**src/dpram.sv**
```systemverilog
// ~~~~~~~~~~~~~~~~~~~~~~~~~~~~~~~~~~~~~~~~
// Dual-port RAM with one write port and one registered read port
// A read of the word being written returns the old contents
// Contents are undefined after power up
// ~~~~~~~~~~~~~~~~~~~~~~~~~~~~~~~~~~~~~~~~
`timescale 1ns/1ns

module dpram #(
    parameter int BITS = 16,
    parameter int SIZE = 256
) (
    input  logic                    ck,
    input  logic                    we,
    input  logic [$clog2(SIZE)-1:0] waddr,
    input  logic [BITS-1:0]         wdata,
    input  logic                    re,
    input  logic [$clog2(SIZE)-1:0] raddr,
    output logic [BITS-1:0]         rdata
);

    logic [BITS-1:0] mem [SIZE];

    always_ff @(posedge ck) begin
        if (we) begin
            mem[waddr] <= wdata;
        end
        if (re) begin
            rdata <= mem[raddr];
        end
    end

endmodule

```
**config.mk**
```make
export PLATFORM = sky130hd
export DESIGN_NAME = dpram
export DESIGN_NICKNAME = d
export VERILOG_FILES = /design/src/dpram.sv
export SDC_FILE = /design/constraint.sdc
export NUM_CORES = 2
export LEC_CHECK = 0
export BUFFER_PORTS_ARGS = -buffer_cell sky130_fd_sc_hd__buf_2
export CAP_MARGIN = 20
export CORE_MARGIN = 4
export CORE_UTILIZATION = 33
export CTS_BUF_LIST = sky130_fd_sc_hd__clkbuf_2 sky130_fd_sc_hd__clkbuf_4 sky130_fd_sc_hd__clkbuf_8
export DETAILED_ROUTE_END_ITERATION = 8
export SLEW_MARGIN = 10
export SYNTH_ARGS = -nofsm -noshare
export SYNTH_HDL_FRONTEND = slang
export SYNTH_SLANG_ARGS = --single-unit
```
**constraint.sdc**
```tcl
create_clock -name ck -period 2.5 [get_ports ck]
set_input_delay 0.125 -clock ck [delete_from_list [all_inputs] [get_ports ck]]
set_output_delay 0.125 -clock ck [all_outputs]
set_load 0.01 [all_outputs]
```
* After elaboration in Yosys (flattened, before gate mapping)
Memory sizes are Yosys's and may differ from the RTL's. A register that Yosys moved wholly into a read port is not among the register bits.
Index checks and enable logic that the tools add are counted.
** Storage, ports and cells
- Flip-flop bits (word level) :: 0
- Latch bits :: 0
- Memory bits (writable) :: 4096
- ROM bits :: 0
- Input bits :: 35
- Output and inout bits :: 16
- Logic and storage cells :: 3
- Memories :: 1
** Operators by class
- $add $sub $neg :: 0
- Multipliers :: 0
- Divide/modulo/power cells :: 0
- $lt $le $gt $ge :: 0
- Equal/unequal tests :: 0
- Shift operators :: 0
- Mux-type cells :: 2
- Bitwise gates (word level) :: 0
- Reductions and logical operators :: 0
** Memory list
- mem :: words 256, width 16, read ports 1, clocked after Yosys merged registers in 1, write ports 1, RTL line 21 : logic [BITS-1:0] mem [SIZE];
** Operators by type and width (count)
- 2-to-1 mux 1 bit :: 2

* Depth between registers and ports, before layout
- Depth in word-level cells :: 2
- Depth in mapped cells :: 12
- Depth with buffers taken out :: 6

* Least setup slack after synthesis
No wires, ideal clock.
- Path kind :: input-to-reg
- Start point :: in raddr[0]
- End point :: reg rdata[4] (read register of mem) (data pin)
- Library setup time :: 0.265 ns
- Arrival time :: 2.109 ns
- Required time :: 2.235 ns
- Setup slack :: 0.126 ns
- Stages on the path :: 8
- Buffers on the path :: 3
- Cell sequence :: buf_6 > buf_6 > buf_2 > mux4_2 > mux4_2 > a22o_1 > o32ai_2 > nor4_2
** RTL lines
- from (decl) :: RTL line 17 : input logic [$clog2(SIZE)-1:0] raddr,
- to (decl) :: RTL line 18 : output logic [BITS-1:0] rdata

==> results.json <==
{
  "maxCapViolations": 0,
  "swShare_pct": 22.68,
  "wl_per_cell_um": 28.58,
  "maxSlewViolCount": 0,
  "port_buffers": 50,
  "place_area_um2": 175200,
  "final_area_um2": 188700,
  "yosysSeqAreaShare_pct": 77.72,
  "multi_input_comb_area_um2": 33530,
  "synth_top_cell_area_share_pct": 77.72,
  "finalSetupViolCount": 5,
  "synth_cell_types": 51,
  "tightest_slew_ns": 1.222,
  "grt_max_degree": 99,
  "ys_async_sr_fraction_pct": 0,
  "fp.dieH_um": 701.9,
  "grt_pass1_vias": 83377,
  "startpoint_type": "register",
  "leakage_nw": 60.86,
  "status": "finished with violations",
  "worst_skew_pair.late_latency_ns": 1.24,
  "drtIter0Drc": 10506,
  "dp_hpwl_mm": 278.6,
  "numCtsBuffers": 620,
  "core_area_um2": 479300,
  "cp-end-kind": "register",
  "ios": 51,
  "gr-usage-all-layers_pct": 17.74,
  "postSynthAreaPerCell_um2": 21.59,
  "synth_edf_count": 4112,
  "violations": "setup timing",
  "crit_fanout": 1,
  "vias": 82770,
  "drc": 0,
  "ys_warn_count": 0,
  "die_x_um": 701.9,
  "cts_root_buf": "clkbuf_8",
  "cts_tree": "done",
  "finClkSkew_ns": 0.06434,
  "max_freq_mhz": 377.6,
  "peakVddDrop_mv": 0.5407,
  "synth_nets": 7395,
  "finalWirelength_mm": 446.6,
  "tns_ns": -0.2918,
  "path_clk_slew_ns": 0.06,
  "hold_path.class": "primary input to register",
  "final_common_cell": "edfxtp_1",
  "p_comb_share_pct": 6.2,
  "criticalPathCategory": "register to register",
  "syn_area_um2": 158900,
  "clock_sinks": 4112,
  "yosysTopAreaCell": "edfxtp_1",
  "period_needed_ns": 2.648,
  "grt_setup_unrepaired": "yes",
  "yosys-top-cells-area": "edfxtp_1 78%, mux4_2 11%, mux2i_1 3.6%",
  "p_int_mw": 107.3,
  "synthFlopType": "edfxtp_1",
  "detail-route-antenna-nets": 0,
  "dieArea_um2": 492600,
  "antenna_found_initial": 37,
  "syn_inst": 7360,
  "fin_nets": 8755,
  "drive_gt1_share_pct": 33.95,
  "crit_required_ns": 3.46,
  "layout_common_cells": "4,112 x edfxtp_1, 886 x buf_4, 797 x mux4_2",
  "start_util_pct": 33.15,
  "areaGrowthSynthToFinish_pct": 18.76,
  "fin_crit_sh_pct": 105.9,
  "firstDrtPassIters": 6,
  "synth-seq-cells": 4112,
  "fill_cells": 42504,
  "finalHoldViolCount": 0,
  "place_congestion": 0.8895,
  "via_per_inst": 5.297,
  "setup_ws_ns": -0.1481,
  "slew_headroom_pct": 18.27,
  "gr-total-overflow": 0,
  "rows": 254,
  "p_per_area_nw_per_um2": 735.6,
  "p_switching_mw": 31.47,
  "register_area_um2": 123500,
  "htree_levels": 6,
  "clockBufferDepth": 4,
  "power_frac_seq_pct": 54.9,
  "clock_power_share_pct": 38.9,
  "grt_pass1_wl_mm": 630.3,
  "worstPathArrival_ns": 3.61
}
## path summary, 6_finish.rpt
| kind | startpoint | endpoint | slack (ns) | cells after the start |
|---|---|---|---|---|
| setup reg to reg | mem[27][1]$_DFFE_PP_ | rdata[1]$_DFFE_PP_ | -0.15 | 6 |
| setup / recovery | mem[27][1]$_DFFE_PP_ | rdata[1]$_DFFE_PP_ | -0.15 | 6 |
| hold reg to reg | mem[104][15]$_DFFE_PP_ | rdata[15]$_DFFE_PP_ | 1.17 | 6 |
| hold / removal | wdata[1] | mem[237][1]$_DFFE_PP_ | 0.08 | 3 |
## flip-flops by register name, indices dropped and copies added, names as in the netlist
| register | flops |
|---|---|
| mem | 4096 |
| rdata | 16 |
## area by class of cell
type / instances / area share [%]
Clock buffer: 811 / 5.299
Multi-Input combinational cell: 2792 / 17.77
Sequential cell: 4112 / 65.44
Clock inverter: 298 / 1.064
Antenna cell: 20 / 0.02653
Timing Repair Buffer: 1190 / 6.137
Inverter: 4 / 0.01459
Tap cell: 6400 / 4.244
## power by group through the flow
stage | registers, mW | clock network, mW | logic (mW)
after floorplan | 77.6 | 0 | 3.75
after global placement | 77.6 | 0 | 8.05
after detailed placement | 77.6 | 0 | 8.19
after CTS | 76.2 | 55.1 | 8.50
after global routing | 76.1 | 58.4 | 8.92
final | 76.2 | 54.1 | 8.57
## stage by stage
stage / setup WS, ns / hold WS (ns) / instances / utilization (%) / power [mW]
after global placement: -1.027 / 0.4917 / 14434 / 36.56 / 85.66
after CTS: -0.1725 / 0.005939 / 15609 / 39.30 / 139.7
after floorplan: 0.1261 / 0.2239 / 7360 / - / 81.30
after global routing: -0.1800 / 0.04009 / 15615 / 39.36 / 143.4
final: -0.1481 / 0.08412 / 15627 / 39.37 / 138.8
after detailed placement: -1.043 / 0.4989 / 14434 / 36.56 / 85.81
## worst max-delay path: stages (launching register included)
cell	delay, ns
edfxtp_1	0.36
mux4_2	0.52
mux4_2	0.61
a22o_4	0.30
o32ai_4	0.31
buf_6	0.20
nor4_2	0.06
## cell usage after synthesis (38+ instances only)
cell and count:
a21oi_1 175, a22oi_1 43, buf_2 76, buf_6 77, clkbuf_1 230, edfxtp_1 4112
mux2_2 88, mux2i_1 565, mux4_2 797, nand2_1 38, nor2_1 304, nor3_1 92
o221ai_1 252, o22ai_1 148
## layer usage
metal	part of all wire (%)	vias to the layer above	global-route usage (%)
met5	0.010	-	0
met4	3.9	8	6.685
met3	8.2	696	2.989
met2	48	3872	28.73
met1	40	44044	24.04
li1	-	34150	-
## cells by family after synthesis
logic type | share of synthesized area (%)
muxes | 15.48
DFF | 77.72
buffers and inverters | 1.692
AOI/OAI and AO/OA | 3.534
and+or+nand+nor | 1.573
## what timing repair did
item | CTS | global route
endpoints found under the setup margin | 15 | 16
endpoints found under the hold margin | 7163 | 0
setup buffers | 0 | 0
hold buffers | 68 | 0
pin swaps | 11 | 14
gates resized for setup | 61 | 55
(Power assumes the default switching activity.)
