[config.mk]
export PLATFORM = sky130hd
export DESIGN_NAME = sequencer
export DESIGN_NICKNAME = d
export VERILOG_FILES = /design/src/audio_dsp_pkg.sv /design/src/op_decode.sv /design/src/mac_execute.sv /design/src/result_writer.sv /design/src/sequencer.sv
export SDC_FILE = /design/constraint.sdc
export NUM_CORES = 1
export LEC_CHECK = 0
export BUFFER_PORTS_ARGS = -buffer_cell sky130_fd_sc_hd__buf_2
export CORE_MARGIN = 4
export CORE_UTILIZATION = 30
export DETAILED_ROUTE_END_ITERATION = 16
export SYNTH_ARGS = -nofsm -noshare
export SYNTH_HDL_FRONTEND = slang
export SYNTH_SLANG_ARGS = --single-unit
[constraint.sdc]
create_clock -name ck -period 8.3 [get_ports ck]
set_input_delay 1.245 -clock ck [delete_from_list [all_inputs] [get_ports ck]]
set_output_delay 1.245 -clock ck [all_outputs]
set_load 0.03 [all_outputs]
[src/audio_dsp_pkg.sv]
// ~~~~~~~~~~~~~~~~~~~~~~~~~~~~~~~~~~~~~~~~
// Engine sizes, program word layout and pipeline records
// Coefficients are signed Q1.15, samples signed 16 bit
// The accumulator is 40 bits and is not checked for overflow
// ~~~~~~~~~~~~~~~~~~~~~~~~~~~~~~~~~~~~~~~~
package audio_dsp_pkg;

    localparam int CHANNELS = 16;
    localparam int FRAMES   = 32;
    localparam int CODE     = 256;
    localparam int SLOTS    = 16;
    localparam int AUDIO    = CHANNELS * FRAMES;

    localparam int CHAN_W   = $clog2(CHANNELS);
    localparam int FRAME_W  = $clog2(FRAMES);
    localparam int CODE_W   = $clog2(CODE);
    localparam int SLOT_W   = $clog2(SLOTS);
    localparam int AUDIO_W  = $clog2(AUDIO);

    localparam int SAMPLE_W = 16;
    // Fraction bits of the coefficient
    localparam int Q_FRAC   = 15;

    typedef enum logic [1:0] {
        OP_MAC  = 2'd0,
        OP_SAVE = 2'd1,
        OP_HALT = 2'd2,
        OP_BAD  = 2'd3
    } op_t;

    typedef struct packed {
        op_t                        op;
        logic [CHAN_W-1:0]          chan;
        logic [FRAME_W-1:0]         delay;
        logic [4:0]                 spare;
        logic signed [SAMPLE_W-1:0] coef;
    } mac_word_t;

    typedef struct packed {
        op_t               op;
        logic [SLOT_W-1:0] slot;
        logic [25:0]       spare;
    } save_word_t;

    // Same program word seen as a MAC or as a save
    typedef union packed {
        mac_word_t  mac;
        save_word_t save;
    } prog_word_u;

    typedef logic signed [39:0] acc_t;

    typedef struct packed {
        logic                       valid;
        op_t                        kind;
        logic signed [SAMPLE_W-1:0] coef;
        logic [SLOT_W-1:0]          slot;
    } exec_cmd_t;

    typedef struct packed {
        logic              valid;
        op_t               kind;
        logic [SLOT_W-1:0] slot;
        acc_t              acc;
    } result_cmd_t;

endpackage

[src/op_decode.sv]
// ~~~~~~~~~~~~~~~~~~~~~~~~~~~~~~~~~~~~~~~~
// Program word decoder
// Forms the audio read address in the fetch cycle
// Stop stays high from reset or a halt/bad word until start
// ~~~~~~~~~~~~~~~~~~~~~~~~~~~~~~~~~~~~~~~~
`timescale 1ns/1ns

module op_decode (
    input  logic                                ck,
    input  logic                                rst,
    input  logic                                start,
    input  logic                                fetch_valid,
    input  audio_dsp_pkg::prog_word_u           word,
    input  logic [audio_dsp_pkg::FRAME_W-1:0]   frame,
    output logic [audio_dsp_pkg::AUDIO_W-1:0]   audio_raddr,
    output audio_dsp_pkg::exec_cmd_t            cmd,
    output logic                                stop
);
    import audio_dsp_pkg::*;

    logic [FRAME_W-1:0] tap;
    exec_cmd_t          next;

    // Frame index wraps around the channel's history
    assign tap         = frame - word.mac.delay;
    assign audio_raddr = {word.mac.chan, tap};

    always_comb begin
        next.valid = fetch_valid && !stop && !start;
        next.kind  = word.mac.op;
        next.coef  = (word.mac.op == OP_MAC) ? word.mac.coef : '0;
        next.slot  = (word.save.op == OP_SAVE) ? word.save.slot : '0;
    end

    always_ff @(posedge ck) begin
        if (rst) begin
            stop      <= 1'b1;
            cmd.valid <= 1'b0;
        end else begin
            cmd <= next;
            if (start) begin
                stop <= 1'b0;
            end else if (next.valid && (next.kind == OP_HALT || next.kind == OP_BAD)) begin
                stop <= 1'b1;
            end
        end
    end

endmodule

[src/mac_execute.sv]
// ~~~~~~~~~~~~~~~~~~~~~~~~~~~~~~~~~~~~~~~~
// Multiply-accumulate stage
// Sample and command arrive in the same cycle
// A save passes the accumulator on and clears it
// ~~~~~~~~~~~~~~~~~~~~~~~~~~~~~~~~~~~~~~~~
`timescale 1ns/1ns

module mac_execute (
    input  logic                                      ck,
    input  logic                                      rst,
    input  logic                                      start,
    input  audio_dsp_pkg::exec_cmd_t                  cmd,
    input  logic signed [audio_dsp_pkg::SAMPLE_W-1:0] sample,
    output audio_dsp_pkg::result_cmd_t                res
);
    import audio_dsp_pkg::*;

    acc_t               acc;
    logic signed [31:0] product;

    assign product = sample * cmd.coef;

    always_ff @(posedge ck) begin
        if (rst || start) begin
            acc       <= '0;
            res.valid <= 1'b0;
        end else begin
            if (cmd.valid && cmd.kind == OP_MAC) begin
                acc <= acc + product;
            end else if (cmd.valid && cmd.kind == OP_SAVE) begin
                acc <= '0;
            end
            res.valid <= cmd.valid;
            res.kind  <= cmd.kind;
            res.slot  <= cmd.slot;
            res.acc   <= acc;
        end
    end

endmodule

[src/result_writer.sv]
// ~~~~~~~~~~~~~~~~~~~~~~~~~~~~~~~~~~~~~~~~
// Result stage
// Scales the accumulator back to Q15 and clamps to 16 bits
// Done and error hold until the next start
// ~~~~~~~~~~~~~~~~~~~~~~~~~~~~~~~~~~~~~~~~
`timescale 1ns/1ns

module result_writer (
    input  logic                                ck,
    input  logic                                rst,
    input  logic                                start,
    input  audio_dsp_pkg::result_cmd_t          res,
    output logic                                out_we,
    output logic [audio_dsp_pkg::SLOT_W-1:0]    out_addr,
    output logic [audio_dsp_pkg::SAMPLE_W-1:0]  out_data,
    output logic                                done,
    output logic                                error
);
    import audio_dsp_pkg::*;

    acc_t scaled;

    assign scaled = res.acc >>> Q_FRAC;

    always_comb begin
        if (scaled > 32767) begin
            out_data = 16'h7fff;
        end else if (scaled < -32768) begin
            out_data = 16'h8000;
        end else begin
            out_data = scaled[SAMPLE_W-1:0];
        end
    end

    assign out_we   = res.valid && res.kind == OP_SAVE;
    assign out_addr = res.slot;

    always_ff @(posedge ck) begin
        if (rst || start) begin
            done  <= 1'b0;
            error <= 1'b0;
        end else if (res.valid) begin
            // bad word ends the run with both flags
            if (res.kind == OP_HALT || res.kind == OP_BAD) begin
                done <= 1'b1;
            end
            if (res.kind == OP_BAD) begin
                error <= 1'b1;
            end
        end
    end

endmodule

[src/sequencer.sv]
// ~~~~~~~~~~~~~~~~~~~~~~~~~~~~~~~~~~~~~~~~
// Fetch and pipeline of the audio engine
// Fetches one word per cycle from start until stop
// Running off the end of program RAM ends as a bad word
// ~~~~~~~~~~~~~~~~~~~~~~~~~~~~~~~~~~~~~~~~
`timescale 1ns/1ns

module sequencer (
    input  logic                                ck,
    input  logic                                rst,
    input  logic                                start,
    input  logic [audio_dsp_pkg::FRAME_W-1:0]   frame,
    output logic [audio_dsp_pkg::CODE_W-1:0]    coef_raddr,
    input  logic [31:0]                         coef_rdata,
    output logic [audio_dsp_pkg::AUDIO_W-1:0]   audio_raddr,
    input  logic [audio_dsp_pkg::SAMPLE_W-1:0]  audio_rdata,
    output logic                                out_we,
    output logic [audio_dsp_pkg::SLOT_W-1:0]    out_addr,
    output logic [audio_dsp_pkg::SAMPLE_W-1:0]  out_data,
    output logic                                done,
    output logic                                error
);
    import audio_dsp_pkg::*;

    // Extra top bit marks a wrap past the last word
    logic [CODE_W:0] pc;
    logic            fetch_valid, fetch_over, stop;
    prog_word_u      word;
    exec_cmd_t       cmd;
    result_cmd_t     res;

    assign coef_raddr = pc[CODE_W-1:0];
    assign word       = fetch_over ? {OP_BAD, 30'd0} : coef_rdata;

    always_ff @(posedge ck) begin
        if (rst) begin
            pc          <= '0;
            fetch_valid <= 1'b0;
            fetch_over  <= 1'b0;
        end else begin
            if (start) begin
                pc <= '0;
            end else if (!stop) begin
                pc <= pc + 1'b1;
            end
            // Valid bit travels alongside the RAM read
            fetch_valid <= !stop && !start;
            fetch_over  <= pc[CODE_W];
        end
    end

    op_decode u_decode (
        .ck(ck), .rst(rst), .start(start), .fetch_valid(fetch_valid),
        .word(word), .frame(frame), .audio_raddr(audio_raddr),
        .cmd(cmd), .stop(stop)
    );

    mac_execute u_execute (
        .ck(ck), .rst(rst), .start(start), .cmd(cmd),
        .sample(audio_rdata), .res(res)
    );

    result_writer u_result (
        .ck(ck), .rst(rst), .start(start), .res(res),
        .out_we(out_we), .out_addr(out_addr), .out_data(out_data),
        .done(done), .error(error)
    );

endmodule

# Word-level counts from Yosys, hierarchy flattened
# Index checks and enable logic that the tools add are counted.
# Widths: inputs -> output; s select.
# totals
reg_bits	124
input_bits	56
output_inout_bits	40
elab_cells	56
# op_classes
n_addsub	3
n_mul	1
order_cmp	2
eq_ne	7
n_mux	7
bitwise	1
reduce_logical	20
# ops
operator	count
$mux 40	2
$add 40x32->40	1
$mul 16x16->32	1
$mux 16	2
$mux 32	1
$gt 25x16->1 const B	1
$lt 25x16->1 const B	1
$add 9x1->9 const B	1
$eq 2x2->1 const B	4
$logic_and 1x1->1	7
$eq 2x1->1 const B	3
$sub 5x5->5	1
$logic_not 2->1	2
$reduce_and 2->1	2
$reduce_bool 2->1	2
$reduce_or 2->1	2
$logic_or 1x1->1	3
$logic_not 1->1	2
$mux 1	2
$not 1->1	1

# Longest topological paths before layout
# Gate-level depths: netlist (run 1).
# depth
depth_word	6
mapped_depth	23
depth_no_buf	22

# By module
# A second synthesis (run 1) with hierarchy kept.
# unflattened
hier_cells	1796
hier_area_um2	17563.1
# by_module_without_submodules
mod	instances	cells_each	area_per_inst_um2	seq_area_each_um2
mac_execute	1	1559	15194.6	2202.1
op_decode	1	75	1058.5	700.7
sequencer	1	89	729.4	220.2
result_writer	1	73	580.6	40.0

# Least setup slack after synthesis (run 1)
# No wires, ideal clock.
# synth_path
path_type	input to register
startpoint	input audio_rdata[15] in the netlist's numbering
endpoint	register u_execute.acc[37]
setup_time_ns	0.117
t_arrival_ns	6.926
required_time_ns	8.183
path_slack_ns	1.257
cell_stages	23
n_path_buf	2
cell_sequence	clkbuf_1 -> nand2_1 -> inv_1 -> fa_1 -> fa_1 -> inv_1 -> fa_1 -> inv_1 -> fa_1 -> fa_1 -> inv_1 -> fa_1 -> inv_1 -> ha_1 -> clkbuf_2 -> and3_1 -> and4_1 -> a221oi_1 -> o21ai_0 -> a21oi_2 -> o221a_2 -> mux2i_1 -> nand2_1
# synth_between
elab_chain_cells	3
# synth_lines
item	line_no	source
from (decl)	sequencer.sv:16	input logic [audio_dsp_pkg::SAMPLE_W-1:0] audio_rdata,
$mul 16x16->32	mac_execute.sv:21	assign product = sample * cmd.coef;
$add 40x32->40	mac_execute.sv:29	acc <= acc + product;
$mux 40	mac_execute.sv:28	if (cmd.valid && cmd.kind == OP_MAC) begin
to (signal assigned)	mac_execute.sv:29	
to (decl)	mac_execute.sv:18	acc_t acc;
# No other way between the ends.
# A chain may end at the register's enable or synchronous reset.

# Worst setup path in the final report (run 1)
# layout_path
startpoint	input audio_rdata[15] in the netlist's numbering
endpoint	register u_execute.acc[38]
# The elaborated chain is that of the path after synthesis.

==> run metrics, run 1 <==
layout cell share with drive strength beyond 1=7.00%; Worst Hold Path EP=u_execute.res[42]; critical path arrival=7.91 ns; mapped cell area=0.0166 mm^2; register area share after synthesis=16.4%; Layout Nets=2273; Slew @ Worst Pin=1.04 ns; post-synthesis async set-or-reset flop share=0%; drt initial violations=646; vias in the first global route=12500; CTS Buf Count=9; PortBufs=90; Rel. slew slack=30.0%; RSZ-0062 raised after global routing=false; Post-DRT Antenna Nets=0; Die Wd=243 um; post-DR vias/cell=4.65; I/O pin total=96; first-pass GRT wire length=65000 um; Max Cap Viol=0; Tot GR Track Use=13.5%; R2R Setup Slk=0.94 ns; clock sink total=109; CTS tree=done; syn nets=2230; Top FF cell, synth=dfxtp_1; synthesized instance count=1723; reg2reg end=u_execute.acc[38]; Netlist cell types=58; Synth Register Bits=109; hold buffer count at CTS=0; Peak Freq=131 MHz; Die Y=243 um; final hold violations=0; fin crit period=7.63 ns; post-CTS setup buffers=0; Area growth, synth to finish=8.31%; grt ovf=0; Startpoint Class=input pin; synth top area cells=fa_1 (40%), edfxtp_1 (9.6%), inv_1 (9.6%), ha_1 (9.1%), dfxtp_1 (6.8%); H-tree levels=3; post-cts resize count=0; Crit path required time=8.58 ns; drt wl/cell=15.6 um; Crit Path Category=in2reg; status=completed; Clock Tree Buf Depth=2; Initial Util=30.5%; row cnt=85; yosys warns=0; 1st-pass router iterations=4; Crit Path Max Fanout=16; FF-to-FF path depth=21; Post-Route WL=38500 um; Core Footprint=0.0542 mm^2; Syn Area/Cell=9.61 um^2; root buffer cell=clkbuf_16; die area=0.0590 mm^2; worst r2r src=u_decode.cmd[5]; crit end category=register; Yosys top cell by area=fa_1; Synth top area share=40.0%; GP Congestion=0.879; Period Utilization, post-route=91.9%; initial antenna violation count=2; largest net degree at the start of global routing=35; clk_skew=0.0133 ns; vias=11500; hold path startpoint=u_decode.cmd[2]; Worst-path clk slew=0.07 ns; HPWL after DPL=32000 um; Clk Latency, worst-skew pair=0.36 ns; Hold WC Path Type=reg2reg; setup TNS=0 ns; final number of setup-violating endpoints=0; depth of the worst hold-timing path=0; DRC Markers=0; Slew Limit Fails=0; Post-synth EDFFs=53
## per-stage QoR
| stage | area [um^2] | worst slack [ns] | hold slack, ns | utilization (%) | cells |
|---|---|---|---|---|---|
| floorplan | 16600 | 1.26 | 0.400 | - | 1723 |
| global placement | 17600 | 0.469 | 0.405 | 32.5 | 2451 |
| detailed placement | 17600 | 0.361 | 0.407 | 32.5 | 2451 |
| CTS | 17900 | 0.735 | 0.425 | 33.0 | 2467 |
| global route | 17900 | 0.255 | 0.433 | 33.1 | 2468 |
| finish | 17900 | 0.672 | 0.424 | 33.1 | 2468 |
## worst max-delay path by stage
stage | from | to | cells after the start
global route | audio_rdata[15] | u_execute.acc[38] | 22
finish | audio_rdata[15] | u_execute.acc[38] | 22
CTS | audio_rdata[15] | u_execute.acc[38] | 22
global placement | audio_rdata[15] | u_execute.acc[34] | 22
floorplan | audio_rdata[15] | u_execute.acc[37] | 23
detailed placement | audio_rdata[15] | u_execute.acc[34] | 22
## cell type report
type,instances,area (um^2)
fillers,5640,36300
multi-input cells,1124,12000
flip-flops and latches,109,2710
inverters,424,1590
well taps,696,871
repair buffers,98,510
clock buffers,10,229
clock inverters,6,52.6
diodes,1,2.50
## critical path: stages
cell	delay, ns
buf_2	0.29
nand2_1	0.20
inv_1	0.15
fa_1	0.54
fa_1	0.59
inv_1	0.19
fa_1	0.54
inv_1	0.05
fa_1	0.48
fa_1	0.50
inv_1	0.05
fa_1	0.48
inv_1	0.05
ha_1	0.41
and3_1	0.26
and4_1	0.30
nand2_1	0.14
a2111oi_2	0.65
o21ai_1	0.21
a311oi_1	0.34
a41oi_1	0.09
o21ai_1	0.14
## layer usage
layer	wire length, um	part of all wire, %	up-vias	global-route usage [%]
met4	867	2.3	2	3.65
li1	-	-	5289	-
met3	1560	4.0	35	1.46
met1	16300	42	5927	17.7
met5	13	0.034	-	0
met2	19700	51	226	23.9
## flip-flops by register name (all words and copies together), names as in the netlist
signal / flops
fetch_valid: 1
pc: 9
u_decode.cmd: 23
fetch_over: 1
u_result.done: 1
u_decode.stop: 1
u_result.error: 1
u_execute.res: 32
u_execute.acc: 40
## cells in the mapped netlist, drive strengths merged, types with 6 or more instances
cell type	number
nor2	65
ha	120
nand2	175
and3	8
xnor2	29
buf	16
nor2b	11
o21ai	47
edfxtp	53
a21o	29
clkbuf	50
a211oi	10
nor3b	6
nand3	7
fa	331
xor2	18
a21oi	40
a22oi	17
dfxtp	56
and2	135
o21bai	7
inv	424
## kinds of logic (layout without fill, tap and decap cells)
logic type,Yosys count,count (layout),synth area share [%]
other,0,1,0
AND/OR/NAND/NOR,439,439,13.1
AO/OA/AOI/OAI,183,183,7.31
buffers and inverters,490,538,11.4
multiplexers,4,4,0.242
XOR/XNOR,47,47,2.49
flip-flops,109,109,16.4
adder cells (fa/ha/maj),451,451,49.1
## placed cells by master (no fill, tap or decap), drive strengths merged, types with 7 or more instances in the layout
master  Yosys  final
a21oi      40     40
nor2       65     65
fa        331    331
and2      135    135
edfxtp     53     53
nand2     175    175
clkbuf     50     10
and3        8      8
a211oi     10     10
o21ai      47     47
ha        120    120
xnor2      29     29
a21o       29     29
o21bai      7      7
nor2b      11     11
xor2       18     18
inv       424    424
dfxtp      56     56
nand3       7      7
a22oi      17     17
buf        16     98
Power of run 1 is not shown: default switching activity piles up to over one toggle a cycle in this logic, so the estimate is an artifact.
==> inputs of run 2 (changes only) <==
Settings changed: PLACE_DENSITY from default to 0.53.
==> run 2 against run 1 <==
Hold slack better by 0.0015 ns. Cell area about the same. Final cell count about the same. Worst setup slack better by 0.066 ns. Critical path depth unchanged. Critical endpoint is now u_execute.acc[34]. Largest cell class unchanged.
==> run metrics, run 2 (synthesis gave the netlist of run 1 again) <==
biggest regs=u_execute.acc: 40 flops, u_execute.res: 32 flops, u_decode.cmd: 23 flops (unchanged); setup TNS=0 ns (unchanged); commonest non-fill, non-tap cell in the layout=inv_1 (unchanged); vias in the first global route=12400 (was 12500); grt ovf=0 (unchanged); Largest Register=u_execute.acc (unchanged); status=completed (unchanged); layout cell share with drive strength beyond 1=7.00% (about the same); leading cell types in the layout, fill and taps excluded=inv_1 (424), fa_1 (331), nand2_1 (175) (unchanged); largest net degree at the start of global routing=36 (was 35); Period Utilization, post-route=91.1% (was 91.9%); GRT Max-Usage Layer=met2 (unchanged); Crit path required time=8.53 ns (was 8.58 ns); Tot GR Track Use=13.7% (was 13.5%); CTS Buf Count=9 (unchanged); Worst Hold Path EP=u_execute.res[43] (was u_execute.res[42]); Post-Route WL=39100 um (was 38500 um); GR Util met2=24.2% (was 23.9%); drt wl/cell=15.8 um (was 15.6 um); HPWL after DPL=32400 um (was 32000 um); Die Y=243 um (unchanged); met1 Use GR=18.0% (was 17.7%); post-DR vias/cell=4.61 (was 4.65); depth of the worst hold-timing path=0 (unchanged); Max Cap Viol=0 (unchanged); final number of setup-violating endpoints=0 (unchanged); H-tree levels=3 (unchanged); Clock Tree Buf Depth=2 (unchanged); worst r2r src=u_decode.cmd[5] (unchanged); Layout Nets=2274 (was 2273); reg2reg end=u_execute.acc[34] (was u_execute.acc[38]); DRC Markers=0 (unchanged); drt initial violations=535 (was 646); Slew Limit Fails=0 (unchanged); Clk Latency, worst-skew pair=0.36 ns (about the same); FF-to-FF path depth=21 (unchanged); 1st-pass router iterations=7 (was 4); Largest register FFs=40 (unchanged); clock sink total=109 (unchanged); root buffer cell=clkbuf_16 (unchanged); Crit Path Category=in2reg (unchanged); clk_skew=0.00754 ns (was 0.0133 ns); Initial Util=30.5% (unchanged); Slew @ Worst Pin=1.08 ns (was 1.04 ns); Rel. slew slack=27.3% (was 30.0%); met3 GRT Util=1.24% (was 1.46%); vias=11400 (was 11500); Crit Path Max Fanout=16 (unchanged); Peak Freq=132 MHz (was 131 MHz); RSZ-0062 raised after global routing=false (unchanged); Worst setup startpoint=audio_rdata[15] (unchanged); first-pass GRT wire length=65400 um (was 65000 um); die area=0.0590 mm^2 (unchanged); R2R Setup Slk=1.01 ns (was 0.94 ns); Worst-path clk slew=0.08 ns (was 0.07 ns); initial antenna violation count=2 (unchanged); hold buffer count at CTS=0 (unchanged); Die Wd=243 um (unchanged); row cnt=85 (unchanged); Hold WC Path Type=reg2reg (unchanged); Area growth, synth to finish=8.38% (was 8.31%); Core Footprint=0.0542 mm^2 (unchanged); crit end category=register (unchanged); GP Congestion=0.840 (was 0.879); CTS tree=done (unchanged); PortBufs=90 (unchanged); post-cts resize count=0 (unchanged); Post-DRT Antenna Nets=0 (unchanged); critical path arrival=7.79 ns (was 7.91 ns); final hold violations=0 (unchanged); fin crit period=7.56 ns (was 7.63 ns); post-CTS setup buffers=0 (unchanged); hold path startpoint=u_decode.cmd[3] (was u_decode.cmd[2]); fillcell total=5626 (was 5640); I/O pin total=96 (unchanged); Startpoint Class=input pin (unchanged)
[run 2: worst max-delay path: stages]
cell       delay (ns)
buf_2            0.30
nand2_1          0.19
inv_1            0.15
fa_1             0.54
fa_1             0.59
inv_1            0.20
fa_1             0.55
inv_1            0.05
fa_1             0.49
fa_1             0.49
inv_1            0.05
fa_1             0.49
inv_1            0.04
ha_1             0.40
and3_1           0.26
and4_1           0.29
nand2_1          0.13
a2111oi_2        0.64
nor3_1           0.21
o221ai_1         0.24
xnor2_1          0.14
o21ai_1          0.07
[run 2: final cells by class]
class / count / area, um^2 / area share [%]
clock buffer: 11 / 233 / 1.30
tap: 696 / 871 / 4.85
timing repair buffer: 99 / 518 / 2.89
clock inverter: 5 / 52.6 / 0.293
inverter: 424 / 1590 / 8.87
multi-input combinational: 1124 / 12000 / 66.7
sequential: 109 / 2710 / 15.1
antenna: 1 / 2.50 / 0.0139
[run 2: how the worst max path moves through the flow]
stage	cells past startpoint	end
2_1_floorplan	23	u_execute.acc[37]
3_3_place_gp	22	u_execute.acc[34]
3_5_place_dp	22	u_execute.acc[34]
4_1_cts	22	u_execute.acc[34]
5_1_grt	22	u_execute.acc[34]
6_report	22	u_execute.acc[34]
[run 2: stage by stage]
stage | instances | cell area (um^2) | worst slack [ns] | hold WS [ns] | util, %
global route | 2469 | 17900 | 0.284 | 0.425 | 33.1
finish | 2469 | 17900 | 0.737 | 0.425 | 33.1
global placement | 2452 | 17700 | 0.479 | 0.405 | 32.5
floorplan | 1723 | 16600 | 1.26 | 0.400 | -
CTS | 2468 | 17900 | 0.774 | 0.422 | 33.1
detailed placement | 2452 | 17700 | 0.397 | 0.406 | 32.5
[run 2: layer usage]
metal,vias to the layer above,share of wire [%]
met1,5852,43
met4,0,2.4
met3,46,3.2
li1,5285,-
met5,-,0
met2,198,51
Power of run 2 is left out for the same reason.
