**src/audio_bus_pkg.sv**
```systemverilog
// ~~~~~~~~~~~~~~~~~~~~~~~~~~~~~~~~~~~~~~~~
// Host bus types and the peripheral address map
// The region offsets are added to AE_BASE and compared with addr[31:16]
// Only the low 16 address bits select a word inside a region
// ~~~~~~~~~~~~~~~~~~~~~~~~~~~~~~~~~~~~~~~~
package audio_bus_pkg;

    // Host request, held steady until ready is seen
    typedef struct packed {
        logic        valid;
        logic [3:0]  wstrb;
        logic [31:0] addr;
        logic [31:0] wdata;
    } iomem_req_t;

    // Peripheral response, ready high for one cycle per request
    typedef struct packed {
        logic        ready;
        logic [31:0] rdata;
    } iomem_rsp_t;

    localparam logic [15:0] AE_BASE = 16'h6000;

    localparam logic [15:0] REGION_COEF   = 16'h0000;
    localparam logic [15:0] REGION_RESULT = 16'h0100;
    localparam logic [15:0] REGION_STATUS = 16'h0200;
    localparam logic [15:0] REGION_START  = 16'h0300;
    localparam logic [15:0] REGION_INPUT  = 16'h0400;

endpackage

```
**src/audio_dsp_pkg.sv**
```systemverilog
// ~~~~~~~~~~~~~~~~~~~~~~~~~~~~~~~~~~~~~~~~
// Engine sizes, program word layout and pipeline records
// Coefficients are signed Q1.15, samples signed 16 bit
// The accumulator is 40 bits and is not checked for overflow
// ~~~~~~~~~~~~~~~~~~~~~~~~~~~~~~~~~~~~~~~~
package audio_dsp_pkg;

    localparam int CHANNELS = 16;
    localparam int FRAMES   = 32;
    localparam int CODE     = 256;
    localparam int SLOTS    = 16;
    localparam int AUDIO    = CHANNELS * FRAMES;

    localparam int CHAN_W   = $clog2(CHANNELS);
    localparam int FRAME_W  = $clog2(FRAMES);
    localparam int CODE_W   = $clog2(CODE);
    localparam int SLOT_W   = $clog2(SLOTS);
    localparam int AUDIO_W  = $clog2(AUDIO);

    localparam int SAMPLE_W = 16;
    // Fraction bits of the coefficient
    localparam int Q_FRAC   = 15;

    typedef enum logic [1:0] {
        OP_MAC  = 2'd0,
        OP_SAVE = 2'd1,
        OP_HALT = 2'd2,
        OP_BAD  = 2'd3
    } op_t;

    typedef struct packed {
        op_t                        op;
        logic [CHAN_W-1:0]          chan;
        logic [FRAME_W-1:0]         delay;
        logic [4:0]                 spare;
        logic signed [SAMPLE_W-1:0] coef;
    } mac_word_t;

    typedef struct packed {
        op_t               op;
        logic [SLOT_W-1:0] slot;
        logic [25:0]       spare;
    } save_word_t;

    // Same program word seen as a MAC or as a save
    typedef union packed {
        mac_word_t  mac;
        save_word_t save;
    } prog_word_u;

    typedef logic signed [39:0] acc_t;

    typedef struct packed {
        logic                       valid;
        op_t                        kind;
        logic signed [SAMPLE_W-1:0] coef;
        logic [SLOT_W-1:0]          slot;
    } exec_cmd_t;

    typedef struct packed {
        logic              valid;
        op_t               kind;
        logic [SLOT_W-1:0] slot;
        acc_t              acc;
    } result_cmd_t;

endpackage

```
**src/bus_port.sv**
```systemverilog
// ~~~~~~~~~~~~~~~~~~~~~~~~~~~~~~~~~~~~~~~~
// Host bus slave for the audio engine
// Ready comes one cycle after valid, two for result reads
// Addresses outside the five regions are never answered
// Input writes are dropped while the allow bit is clear
// ~~~~~~~~~~~~~~~~~~~~~~~~~~~~~~~~~~~~~~~~
`timescale 1ns/1ns

module bus_port (
    input  logic                                ck,
    input  logic                                rst,
    input  audio_bus_pkg::iomem_req_t           iomem_req,
    output audio_bus_pkg::iomem_rsp_t           iomem_rsp,
    output logic                                coef_we,
    output logic                                audio_we,
    output logic [audio_dsp_pkg::SLOT_W-1:0]    result_raddr,
    input  logic [audio_dsp_pkg::SAMPLE_W-1:0]  result_rdata,
    input  logic                                done,
    input  logic                                error,
    output logic [audio_dsp_pkg::FRAME_W-1:0]   frame,
    output logic                                start
);
    import audio_bus_pkg::*;
    import audio_dsp_pkg::*;

    logic [15:0]      page;
    logic             hit_coef, hit_result, hit_status, hit_start, hit_input;
    logic             accept, write;
    logic             busy, result_pend;
    logic             ready_q;
    logic [31:0]      rdata_q;
    logic [FRAME_W:0] ctrl;
    logic             allow;

    assign page       = iomem_req.addr[31:16];
    assign hit_coef   = page == AE_BASE + REGION_COEF;
    assign hit_result = page == AE_BASE + REGION_RESULT;
    assign hit_status = page == AE_BASE + REGION_STATUS;
    assign hit_start  = page == AE_BASE + REGION_START;
    assign hit_input  = page == AE_BASE + REGION_INPUT;

    // One accept per request, busy holds off until ready has been shown
    assign accept = iomem_req.valid && !busy &&
                    (hit_coef || hit_result || hit_status || hit_start || hit_input);
    assign write  = |iomem_req.wstrb;

    assign allow = ctrl[0];
    assign frame = ctrl[FRAME_W:1];

    assign coef_we      = accept && hit_coef && write;
    assign audio_we     = accept && hit_input && write && allow;
    assign result_raddr = iomem_req.addr[2 +: SLOT_W];

    always_ff @(posedge ck) begin
        if (rst) begin
            busy        <= 1'b0;
            result_pend <= 1'b0;
            ready_q     <= 1'b0;
            start       <= 1'b0;
            ctrl        <= '0;
        end else begin
            if (accept) begin
                busy <= 1'b1;
            end else if (ready_q) begin
                busy <= 1'b0;
            end
            // Result reads wait one more cycle for the RAM
            result_pend <= accept && hit_result;
            ready_q     <= (accept && !hit_result) || result_pend;
            start       <= accept && hit_start && write;
            if (accept && hit_status && write) begin
                ctrl <= iomem_req.wdata[FRAME_W:0];
            end
        end
    end

    always_ff @(posedge ck) begin
        if (result_pend) begin
            rdata_q <= {{(32 - SAMPLE_W){result_rdata[SAMPLE_W-1]}}, result_rdata};
        end else if (accept && hit_status) begin
            rdata_q <= {{(29 - FRAME_W){1'b0}}, frame, error, done, allow};
        end else begin
            rdata_q <= '0;
        end
    end

    assign iomem_rsp = '{ready: ready_q, rdata: rdata_q};

endmodule

```
**config.mk**
```make
export PLATFORM = sky130hd
export DESIGN_NAME = bus_port
export DESIGN_NICKNAME = d
export VERILOG_FILES = /design/src/audio_bus_pkg.sv /design/src/audio_dsp_pkg.sv /design/src/bus_port.sv
export SDC_FILE = /design/constraint.sdc
export NUM_CORES = 1
export LEC_CHECK = 0
export BUFFER_PORTS_ARGS = -buffer_cell sky130_fd_sc_hd__buf_4
export CORE_MARGIN = 3
export CORE_UTILIZATION = 37
export CTS_BUF_LIST = sky130_fd_sc_hd__clkbuf_8
export DETAILED_ROUTE_END_ITERATION = 16
export PLACE_DENSITY = 0.95
export SETUP_SLACK_MARGIN = 0.2
export SYNTH_ARGS = -nofsm -noshare
export SYNTH_HDL_FRONTEND = slang
export SYNTH_SLANG_ARGS = --single-unit
```
**constraint.sdc**
```tcl
create_clock -name ck -period 2.95 [get_ports ck]
set_clock_uncertainty 0.15 [all_clocks]
set_input_delay 0.295 -clock ck [delete_from_list [all_inputs] [get_ports ck]]
set_output_delay 0.295 -clock ck [all_outputs]
set_load 0.1 [all_outputs]
```
Word-level counts from Yosys, hierarchy flattened
Index checks and enable logic that the tools add are counted.

word-level totals
  input bits = 89
  register bits = 42

cells by class
  equality and inequality tests = 5
  reduce and logical (&&, ||, !) cells = 22
  mux-type cells = 4

operators by type and width
  cell                                                                     count
  16-bit by 15-bit equality test with 1-bit output, second input constant  5
  32-bit 2-to-1 mux                                                        1
  1-bit logical AND                                                        13
  8-bit 2-to-1 mux                                                         1
  1-bit logical OR                                                         5
  4-bit OR reduction                                                       1
  1-bit logical NOT                                                        2
  1-bit 2-to-1 mux                                                         2
  2-bit nonzero test                                                       1

Longest topological paths before layout
Gate-level depths: netlist (run 1).

  word-level depth = 9
  gate-level depth with buffers = 4
  gate-level depth less buffers = 4

Worst setup path after synthesis (run 1)
OpenSTA, ideal clock, no wires.

  kind = input to output
  start = input iomem_req[52] (netlist bit)
  end = output coef_we
  path buffers = 0
  path slack = -34 ps
  arrival = 2539 ps
  cell stages on the path = 4
  cell sequence = nor4_2 -> nand3_2 -> or4_4 -> nor2_1

on the way
  cells in the longest elaborated chain, start to end = 8
  elaborated cells between the ends (all ways) = 12

ends and longest elaborated chain
  what                                                                 RTL line                        RTL
  from (decl)                                                          bus_port.sv:12                  input audio_bus_pkg::iomem_req_t iomem_req,
  16-bit by 15-bit equality test with 1-bit output (on tied branches)  bus_port.sv:36, bus_port.sv:37
  1-bit logical OR (4 in a row)                                        bus_port.sv:44                  (hit_coef || hit_result || hit_status || hit_start || hit_input);
  1-bit logical AND                                                    bus_port.sv:43                  assign accept = iomem_req.valid && !busy &&
  1-bit logical AND (*) (2 in a row)                                   bus_port.sv:50                  assign coef_we = accept && hit_coef && write;
  to (decl)                                                            bus_port.sv:14                  output logic coef_we,

Mark *: on every way between the ends. The rest lies on a longest branch, timed or not.

Final worst setup path (run 1)
  start = input iomem_req[52] (netlist bit)
  end = output audio_we

on the way
  cells in the longest elaborated chain, start to end = 9
  elaborated cells between the ends (all ways) = 13

ends and longest elaborated chain
  what                                                                 RTL line                        RTL
  16-bit by 15-bit equality test with 1-bit output (on tied branches)  bus_port.sv:36, bus_port.sv:37
  1-bit logical OR (4 in a row)                                        bus_port.sv:44
  1-bit logical AND                                                    bus_port.sv:43
  1-bit logical AND (*) (3 in a row)                                   bus_port.sv:51                  assign audio_we = accept && hit_input && write && allow;
  to (decl)                                                            bus_port.sv:15                  output logic audio_we,

Marks and branches as above.

==> metrics.txt, run 1 <==
CP dominant cell by count buf_4; CTS sink count 26; vias per cell 4.47; crit path cell chain buf_4 -> nor4_2 -> nand3_2 -> or4_4 -> nor2_2 -> buf_4; initial antenna violation count 0; delay of the slowest critical-path stage 0.54 ns; PwrDens 397 nW/um^2; drt initial violations 20; Tcrit/Tclk final 77.7%; Clock Path Buffers 2; Nets between 200 and 300; Area growth syn-to-layout 48.0%; fin cells 220; CP Max Fanout 5; post-route cell area between 1500 and 2000 sq um; Max-Cap Viols 0; CTS Buf Count 3; Ports 134; fin crit period 2.29 ns; kind of critical path in2out; placeable core area 2920 sq um; Setup violations, final 0; cell family with most CP delay simple AND/OR/NAND/NOR gates; TritonCTS clock tree built; Buf/Inv on CP 2; initial core utilization between 40% and 50%; post-CTS sizing 0; Placed Area 1700 sq um; setup TNS 0 ns; grt ovf 0; Design Power between 0.7 and 0.8 mW; final wirelength 2.66 mm; clk root buf clkbuf_8; number of port buffers 87; Yosys top cell area share between 40 and 50%; sequential area share after synthesis 43.6%; top cell type by total area after synthesis dfxtp_1; register bit count reported by yosys 26; relative slew slack 59.7%; layout cells sized above 1 between 50% and 60%; Slowest-stage cell, CP or4_4; top cells by area, synth dfxtp_1, buf_4, nand2b_1, a22o_1, mux2i_1; routed len/inst between 10 and 15 um; Unique masters post-synth 26; H-tree levels 1; Synth Cell Area 1190 sq um; achievable frequency approximately 440 MHz; post-CTS setup buffer count 0; Die Wd 62.8 um; Worst Setup Start Kind input pin; dpl hpwl 2.24 mm; Worst setup EP type primary output; data required time of the worst path 2.51 ns; die area 3940 sq um; hold violation count in the final report 0; Gate Count Post-Synth ~120; # diodes 0; DR pass1 iterations 2; GPL Wtd Cong 0.832; CTS hold repair buffers 0; largest net degree at the start of global routing 19; num rows 19; Arr. time, crit path 1.85 ns; first-pass GRT wire length 4.48 mm; yosys synthesis warning count 0; unrepaired setup endpoints after global routing false; Final ANT Viol Nets 0; Slew @ Worst Pin 0.604 ns; die extent in y ~63 um; drt drc 0; Post-Place Cells roughly 220; leakage 0.824 nW; Worst R2R Setup Slack 1.18 ns; via count 983; All-Layer GR Usage 14.0%; Hold WC Path Type in2reg; Syn Nets 205; vias in the first global route a little over 1000; Clock Latency Late Sink 0.26 ns; Peak supply drop ~0.00019 V; run status complete, no violations; clock-pin slew on the worst setup and hold paths 0.09 ns; Fillers 248; max-slew violation count 0; syn avg cell area 10.3 sq um
==> synth_stat cells (all sizes together) <==
cell / number
nor4b: 2
dfxtp: 26
clkbuf: 3
and2: 8
inv: 1
mux2i: 6
nand2b: 13
nor3b: 1
a22o: 8
and4bb: 1
o22ai: 1
nor4: 3
nand3: 2
nor2: 4
nand2: 4
o21ai: 1
nand3b: 1
or4: 1
nor3: 4
buf: 26
==> cell type report <==
class	instances	area [sq um]	area share, %
tap	42	52.6	2.97
sequential	26	520	29.5
multi-input combinational	60	465	26.3
clock buffer	3	41.3	2.34
inverter	1	3.75	0.212
clock inverter	1	30.0	1.70
timing repair buffer	87	653	37.0
==> metal layers <==
layer	GRT usage, %	wire length (um)	vias to the layer above
met3	5.22	343	4
met2	25.6	1320	62
met4	5.23	25	0
met1	14.5	969	426
met5	0	0	-
li1	-	-	491
==> state kept, by name, indices dropped and copies added (netlist names) <==
name         flops
busy             1
ctrl             6
rdata_q         16
ready_q          1
result_pend      1
start            1
==> where the power goes <==
part           switching, mW  leakage (nW)  internal [mW]
logic                 0.0189         0.579         0.0454
clock network          0.105        0.0357          0.181
registers         0.00000192         0.209          0.351
total                  0.124         0.824          0.577
==> placed cells by master (no fill, tap or decap), types with 2 or more instances in the layout <==
master    synthesis  routed
nand2b_1         13      13
nand2_1           4       4
buf_4            26      87
nor2_1            3       2
nor3_1            3       3
nor2_2            1       2
and2_1            8       8
clkbuf_8          0       3
mux2i_1           6       6
a22o_1            8       8
dfxtp_1          26      26
==> worst paths after layout <==
kind | startpoint | to | depth (start not counted)
setup / recovery | iomem_req[52] | audio_we | 6
hold / removal | result_rdata[12] | rdata_q[12] | 2
setup reg to reg | busy | rdata_q[4] | 4
hold reg to reg | busy | busy | 2
==> stage by stage <==
stage | setup slack (ns) | util [%] | hold slack [ns]
6_report | 0.658 | 60.4 | 0.0813
5_1_grt | 0.558 | 60.4 | 0.0743
4_1_cts | 0.633 | 60.4 | 0.0759
3_5_place_dp | 0.634 | 58.0 | 0.329
3_3_place_gp | 0.639 | 58.0 | 0.308
2_1_floorplan | 0.408 | - | 0.224
==> kinds of logic after synthesis <==
logic type / share of synthesized area [%]
muxes: 5.03
AOI/OAI and AO/OA: 6.81
buffers and inverters: 17.6
and+or+nand+nor: 26.9
DFF: 43.6
(Power assumes the default switching activity.)
==> run 2: changes to the inputs <==
Settings changed: CORE_UTILIZATION 37 to 31, PLACE_DENSITY 0.95 to 0.85.
Clock period 2.95 ns to 2.05 ns, I/O delays scaled along.
==> metrics.txt, run 2 (synthesized netlist as in run 1, its figures left out) <==
Net Switching 0.194 mW (+57%); via count 1080 (+9.9%); final wirelength 3.00 mm (+13%); initial antenna violation count 0 (unchanged); Final ANT Viol Nets 0 (unchanged); Worst R2R Setup Slack 0.41 ns (-0.77 ns); Clk network pwr share 40.2% (-0.6 points); grt ovf 0 (unchanged); data required time of the worst path 1.69 ns (-0.82 ns); Worst Setup Start Kind input pin; relative slew slack 68.6% (+8.9 points); max reg flops 16 (unchanged); H-tree levels 1 (unchanged); initial core utilization 33.9% (-6.9 points); reg-to-reg endpoint ctrl[3]; largest net degree at the start of global routing 18 (-1); drt initial violations 12 (-40%); layout cells sized above 1 54.3% (-1.9 points); hold violation count in the final report 0 (unchanged); Reg-to-Reg Start busy; clk root buf clkbuf_8; leakage 0.929 nW (+13%); CP Max Fanout 2 (-3); clock-pin slew on the worst setup and hold paths 0.09 ns (about the same); drt drc 0 (unchanged); die extent in y 68.1 um (+8.4%); Biggest register rdata_q; Setup violations, final 0 (unchanged); Flop pwr share 48.1% (-1.9 points); die area 4630 sq um (+17%); most frequent cells in the layout buf_4, dfxtp_1, dlygate4sd3_1; # diodes 0 (unchanged); unrepaired setup endpoints after global routing true; Clock Path Buffers 2 (unchanged); placeable core area 3520 sq um (+20%); DR pass1 iterations 4 (+2); Tcrit/Tclk final 92.1%; Largest regs rdata_q x16, ctrl x6; CTS Buf Count 3 (unchanged); dpl hpwl 2.16 mm (-3.8%); Design Power 1.05 mW (+50%); Worst setup EP type primary output; vias per cell 4.41 (-1.3%); commonest non-fill, non-tap cell in the layout buf_4; num rows 21 (+2); Ports 134 (unchanged); max-slew violation count 0 (unchanged); CP startpoint iomem_req[52]; GPL Wtd Cong 0.714 (-14%); hold wc startpoint result_rdata[7]; Max-Cap Viols 0 (unchanged); PwrDens 515 nW/um^2 (+30%); R2R depth 4 (unchanged); Area growth syn-to-layout 70.3%; achievable frequency 530 MHz; fin crit period 1.89 ns; routed len/inst 12.2 um (+1.5%); number of port buffers 87 (unchanged); combinational fraction of design power 11.7% (+2.5 points); setup TNS 0 ns (unchanged); Die Wd 68.1 um (+8.4%); Slew @ Worst Pin 0.466 ns (-0.138 ns); vias in the first global route 1065 (+3.4%); Clock Latency Late Sink 0.26 ns (about the same); All-Layer GR Usage 13.2% (-0.85 points); TritonCTS clock tree built; CTS sink count 26 (unchanged); Arr. time, crit path 1.53 ns (-0.32 ns); hold worst-path end rdata_q[7]; first-pass GRT wire length 4.61 mm (+2.9%); run status complete, no violations; Peak supply drop 0.000346 V (+82%); utilization after layout 57.7% (-2.7 points); kind of critical path in2out; switch share 18.6% (+0.90 points); Nets 289 (+7.8%); hold depth 2 (unchanged); Hold WC Path Type in2reg; Pint 0.854 mW (+48%)
run 2: cell types whose count changed in the layout (fill, tap and decap cells not counted), moves of 2 or more:
| cell | change |
|---|---|
| nor2_4 | +2 |
| nor2_2 | -2 |
| buf_6 | +3 |
| dlygate4sd3_1 | +16 |
| buf_12 | +2 |
run 2: area by class of cell:
type / instances / area (sq um)
fillers: 307 / 1490
flip-flops and latches: 26 / 522
repair buffers: 108 / 887
clock inverters: 1 / 30.0
well taps: 46 / 57.6
multi-input cells: 60 / 492
inverters: 1 / 3.75
clock buffers: 3 / 41.3
run 2: power groups by stage:
stage | logic, mW | clock network, mW | registers, mW
6_report | 0.123 | 0.421 | 0.505
5_1_grt | 0.133 | 0.454 | 0.505
4_1_cts | 0.122 | 0.438 | 0.505
3_5_place_dp | 0.0950 | 0 | 0.516
3_3_place_gp | 0.0939 | 0 | 0.516
2_1_floorplan | 0.0559 | 0 | 0.516
run 2: routing by layer:
metal	routed length [um]	GRT usage (%)
met1	1100	14.0
met2	1440	24.2
met3	421	3.78
met4	34	5.21
met5	0	0
run 2: timing repair:
action,4_1_cts,5_1_grt
buffers inserted,1,1
resized for setup,9,2
pin swaps,1,1
gates cloned,0,0
hold endpoints to repair,15,0
hold buffers,16,0
setup endpoints to repair,2,8
run 2: worst max-delay path by stage:
stage | end | slack, ns | cells past startpoint
after detailed placement | coef_we | 0.07 | 6
final | audio_we | 0.16 | 6
after CTS | audio_we | 0.15 | 6
after global routing | audio_we | 0.13 | 6
after global placement | audio_we | 0.09 | 6
after floorplan | audio_we | 0.01 | 4
run 2: worst max-delay path, cell delays in order:
cell and delay (ns):
buf_6 0.10, nor4_4 0.27, nand3_2 0.10, or4_4 0.53, nor2_4 0.13, buf_12 0.18
run 2: per-stage QoR:
step	hold WS [ns]	cells	worst slack, ns	area (sq um)
2_1_floorplan	0.134	116	0.0142	1220
3_3_place_gp	0.261	223	0.0851	1740
3_5_place_dp	0.261	223	0.0678	1740
4_1_cts	0.00136	244	0.152	2020
5_1_grt	0.00400	245	0.130	2030
6_report	0.00838	245	0.163	2030
==> run 3: changes to the inputs <==
Settings changed: CTS_BUF_LIST sky130_fd_sc_hd__clkbuf_8 to sky130_fd_sc_hd__clkbuf_4.
==> metrics.txt, run 3 (synthesized netlist as in run 1, its figures left out) <==
first-pass GRT wire length 4.84 mm (+4.9%); commonest non-fill, non-tap cell in the layout buf_4; # diodes 0 (unchanged); via count 1114 (+3.1%); drt drc 0 (unchanged); Peak supply drop 0.000300 V (-13%); number of port buffers 87 (unchanged); Nets 298 (+3.1%); num rows 21 (unchanged); Post-Place Cells 223 (unchanged); fin cells 254 (+3.7%); placeable core area 3520 sq um (unchanged); Die Wd 68.1 um (unchanged); Pint 0.803 mW (-5.9%); clock-pin slew on the worst setup and hold paths 0.14 ns (+0.05 ns); Clock Latency Late Sink 0.31 ns (+0.05 ns); combinational fraction of design power 13.9% (+2.2 points); setup TNS 0 ns (unchanged); max-slew violation count 0 (unchanged); Hold WC Path Type in2reg; Arr. time, crit path 1.54 ns (about the same); initial antenna violation count 0 (unchanged); dpl hpwl 2.16 mm (unchanged); Area growth syn-to-layout 76.5%; Slew @ Worst Pin 0.459 ns (-0.00674 ns); Tcrit/Tclk final 92.2% (+0.15 points); Clk network pwr share 35.1% (-5.1 points); Fillers 291 (-5.2%); relative slew slack 69.1% (+0.45 points); fin crit period 1.89 ns (+0.00299 ns); utilization after layout 59.8% (+2.1 points); largest net degree at the start of global routing 18 (unchanged); Max-Cap Viols 0 (unchanged); final wirelength 3.12 mm (+3.8%); vias per cell 4.39 (-0.51%); Flop pwr share 51.0% (+2.9 points); Biggest register rdata_q; most frequent cells in the layout buf_4, dlygate4sd3_1, dfxtp_1; CP Max Fanout 2 (unchanged); die extent in y 68.1 um (unchanged); CTS sink count 26 (unchanged); Design Power 0.991 mW (-5.4%); Ports 134 (unchanged); Clock Path Buffers 2 (unchanged); All-Layer GR Usage 13.9% (+0.74 points); Worst setup EP type primary output; DR pass1 iterations 4 (unchanged); unrepaired setup endpoints after global routing true; kind of critical path in2out; layout cells sized above 1 51.4% (-2.8 points); CTS Buf Count 3 (unchanged); drt initial violations 14 (+2); grt ovf 0 (unchanged); die area 4630 sq um (unchanged); switch share 19.0% (+0.40 points); TritonCTS clock tree built; data required time of the worst path 1.69 ns (about the same); H-tree levels 1 (unchanged); Setup violations, final 0 (unchanged); Final ANT Viol Nets 0 (unchanged); PwrDens 470 nW/um^2 (-8.7%); leakage 0.958 nW (+3.2%); max reg flops 16 (unchanged); vias in the first global route 1137 (+6.8%); clk root buf clkbuf_4; hold violation count in the final report 0 (unchanged); initial core utilization 33.9% (unchanged); achievable frequency 529 MHz (-0.16%); Largest regs rdata_q x16, ctrl x6; run status complete, no violations; GPL Wtd Cong 0.714 (unchanged); Worst Setup Start Kind input pin; routed len/inst 12.3 um (+0.15%); Net Switching 0.188 mW (-3.4%)
run 3: changes by cell type in the layout (fill, tap and decap cells not counted):
cell and change:
buf_4 -1, clkbuf_4 +3, clkbuf_8 -3, dlygate4sd3_1 +10
run 3: final timing paths:
path | start | end | slack, ns | cells past startpoint
setup reg to reg | busy | ctrl[3] | 0.43 | 4
setup / recovery | iomem_req[52] | audio_we | 0.16 | 6
hold / removal | iomem_req[56] | result_pend | 0.03 | 3
hold reg to reg | busy | busy | 0.35 | 2
run 3: final cells by class:
cell class                      instances  area, sq um  share of cell area (%)
Clock buffer                            3         22.5                    1.07
Clock inverter                          1         30.0                    1.43
Inverter                                1         3.75                   0.178
Multi-Input combinational cell         60          492                    23.3
Sequential cell                        26          522                    24.8
Tap cell                               46         57.6                    2.73
Timing Repair Buffer                  117          980                    46.5
run 3: repair_timing:
item                                   4_1_cts  5_1_grt
gates resized for setup                     10        1
setup buffers                                1        0
gates cloned                                 0        0
pin swaps                                    1        1
setup endpoints to repair                    2        8
hold buffers                                26        0
endpoints found under the hold margin       24        0
run 3: metrics by stage:
step	cell area [sq um]	hold slack, ns	worst slack [ns]
final	2110	0.0348	0.160
after global routing	2110	0.0370	0.126
after CTS	2100	0.00432	0.149
after detailed placement	1740	0.261	0.0678
after global placement	1740	0.261	0.0851
after floorplan	1220	0.134	0.0142
run 3: worst max-delay path, stage by stage:
cell	delay [ns]
buf_6	0.10
nor4_4	0.27
nand3_2	0.10
or4_4	0.53
nor2_4	0.14
buf_12	0.19
run 3: power by group through the flow:
stage	Sequential, mW	Combinational [mW]	Clock (mW)
2_1_floorplan	0.516	0.0559	0
3_3_place_gp	0.516	0.0939	0
3_5_place_dp	0.516	0.0950	0
4_1_cts	0.506	0.137	0.369
5_1_grt	0.506	0.150	0.383
6_report	0.505	0.138	0.348
run 3: per-layer routing:
layer  vias up  track usage, %  routed length (um)
li1        553               -                   -
met1       488            13.9                1150
met2        67            26.7                1530
met3         6            3.78                 394
met4         0            5.71                  46
met5         -               0                   0
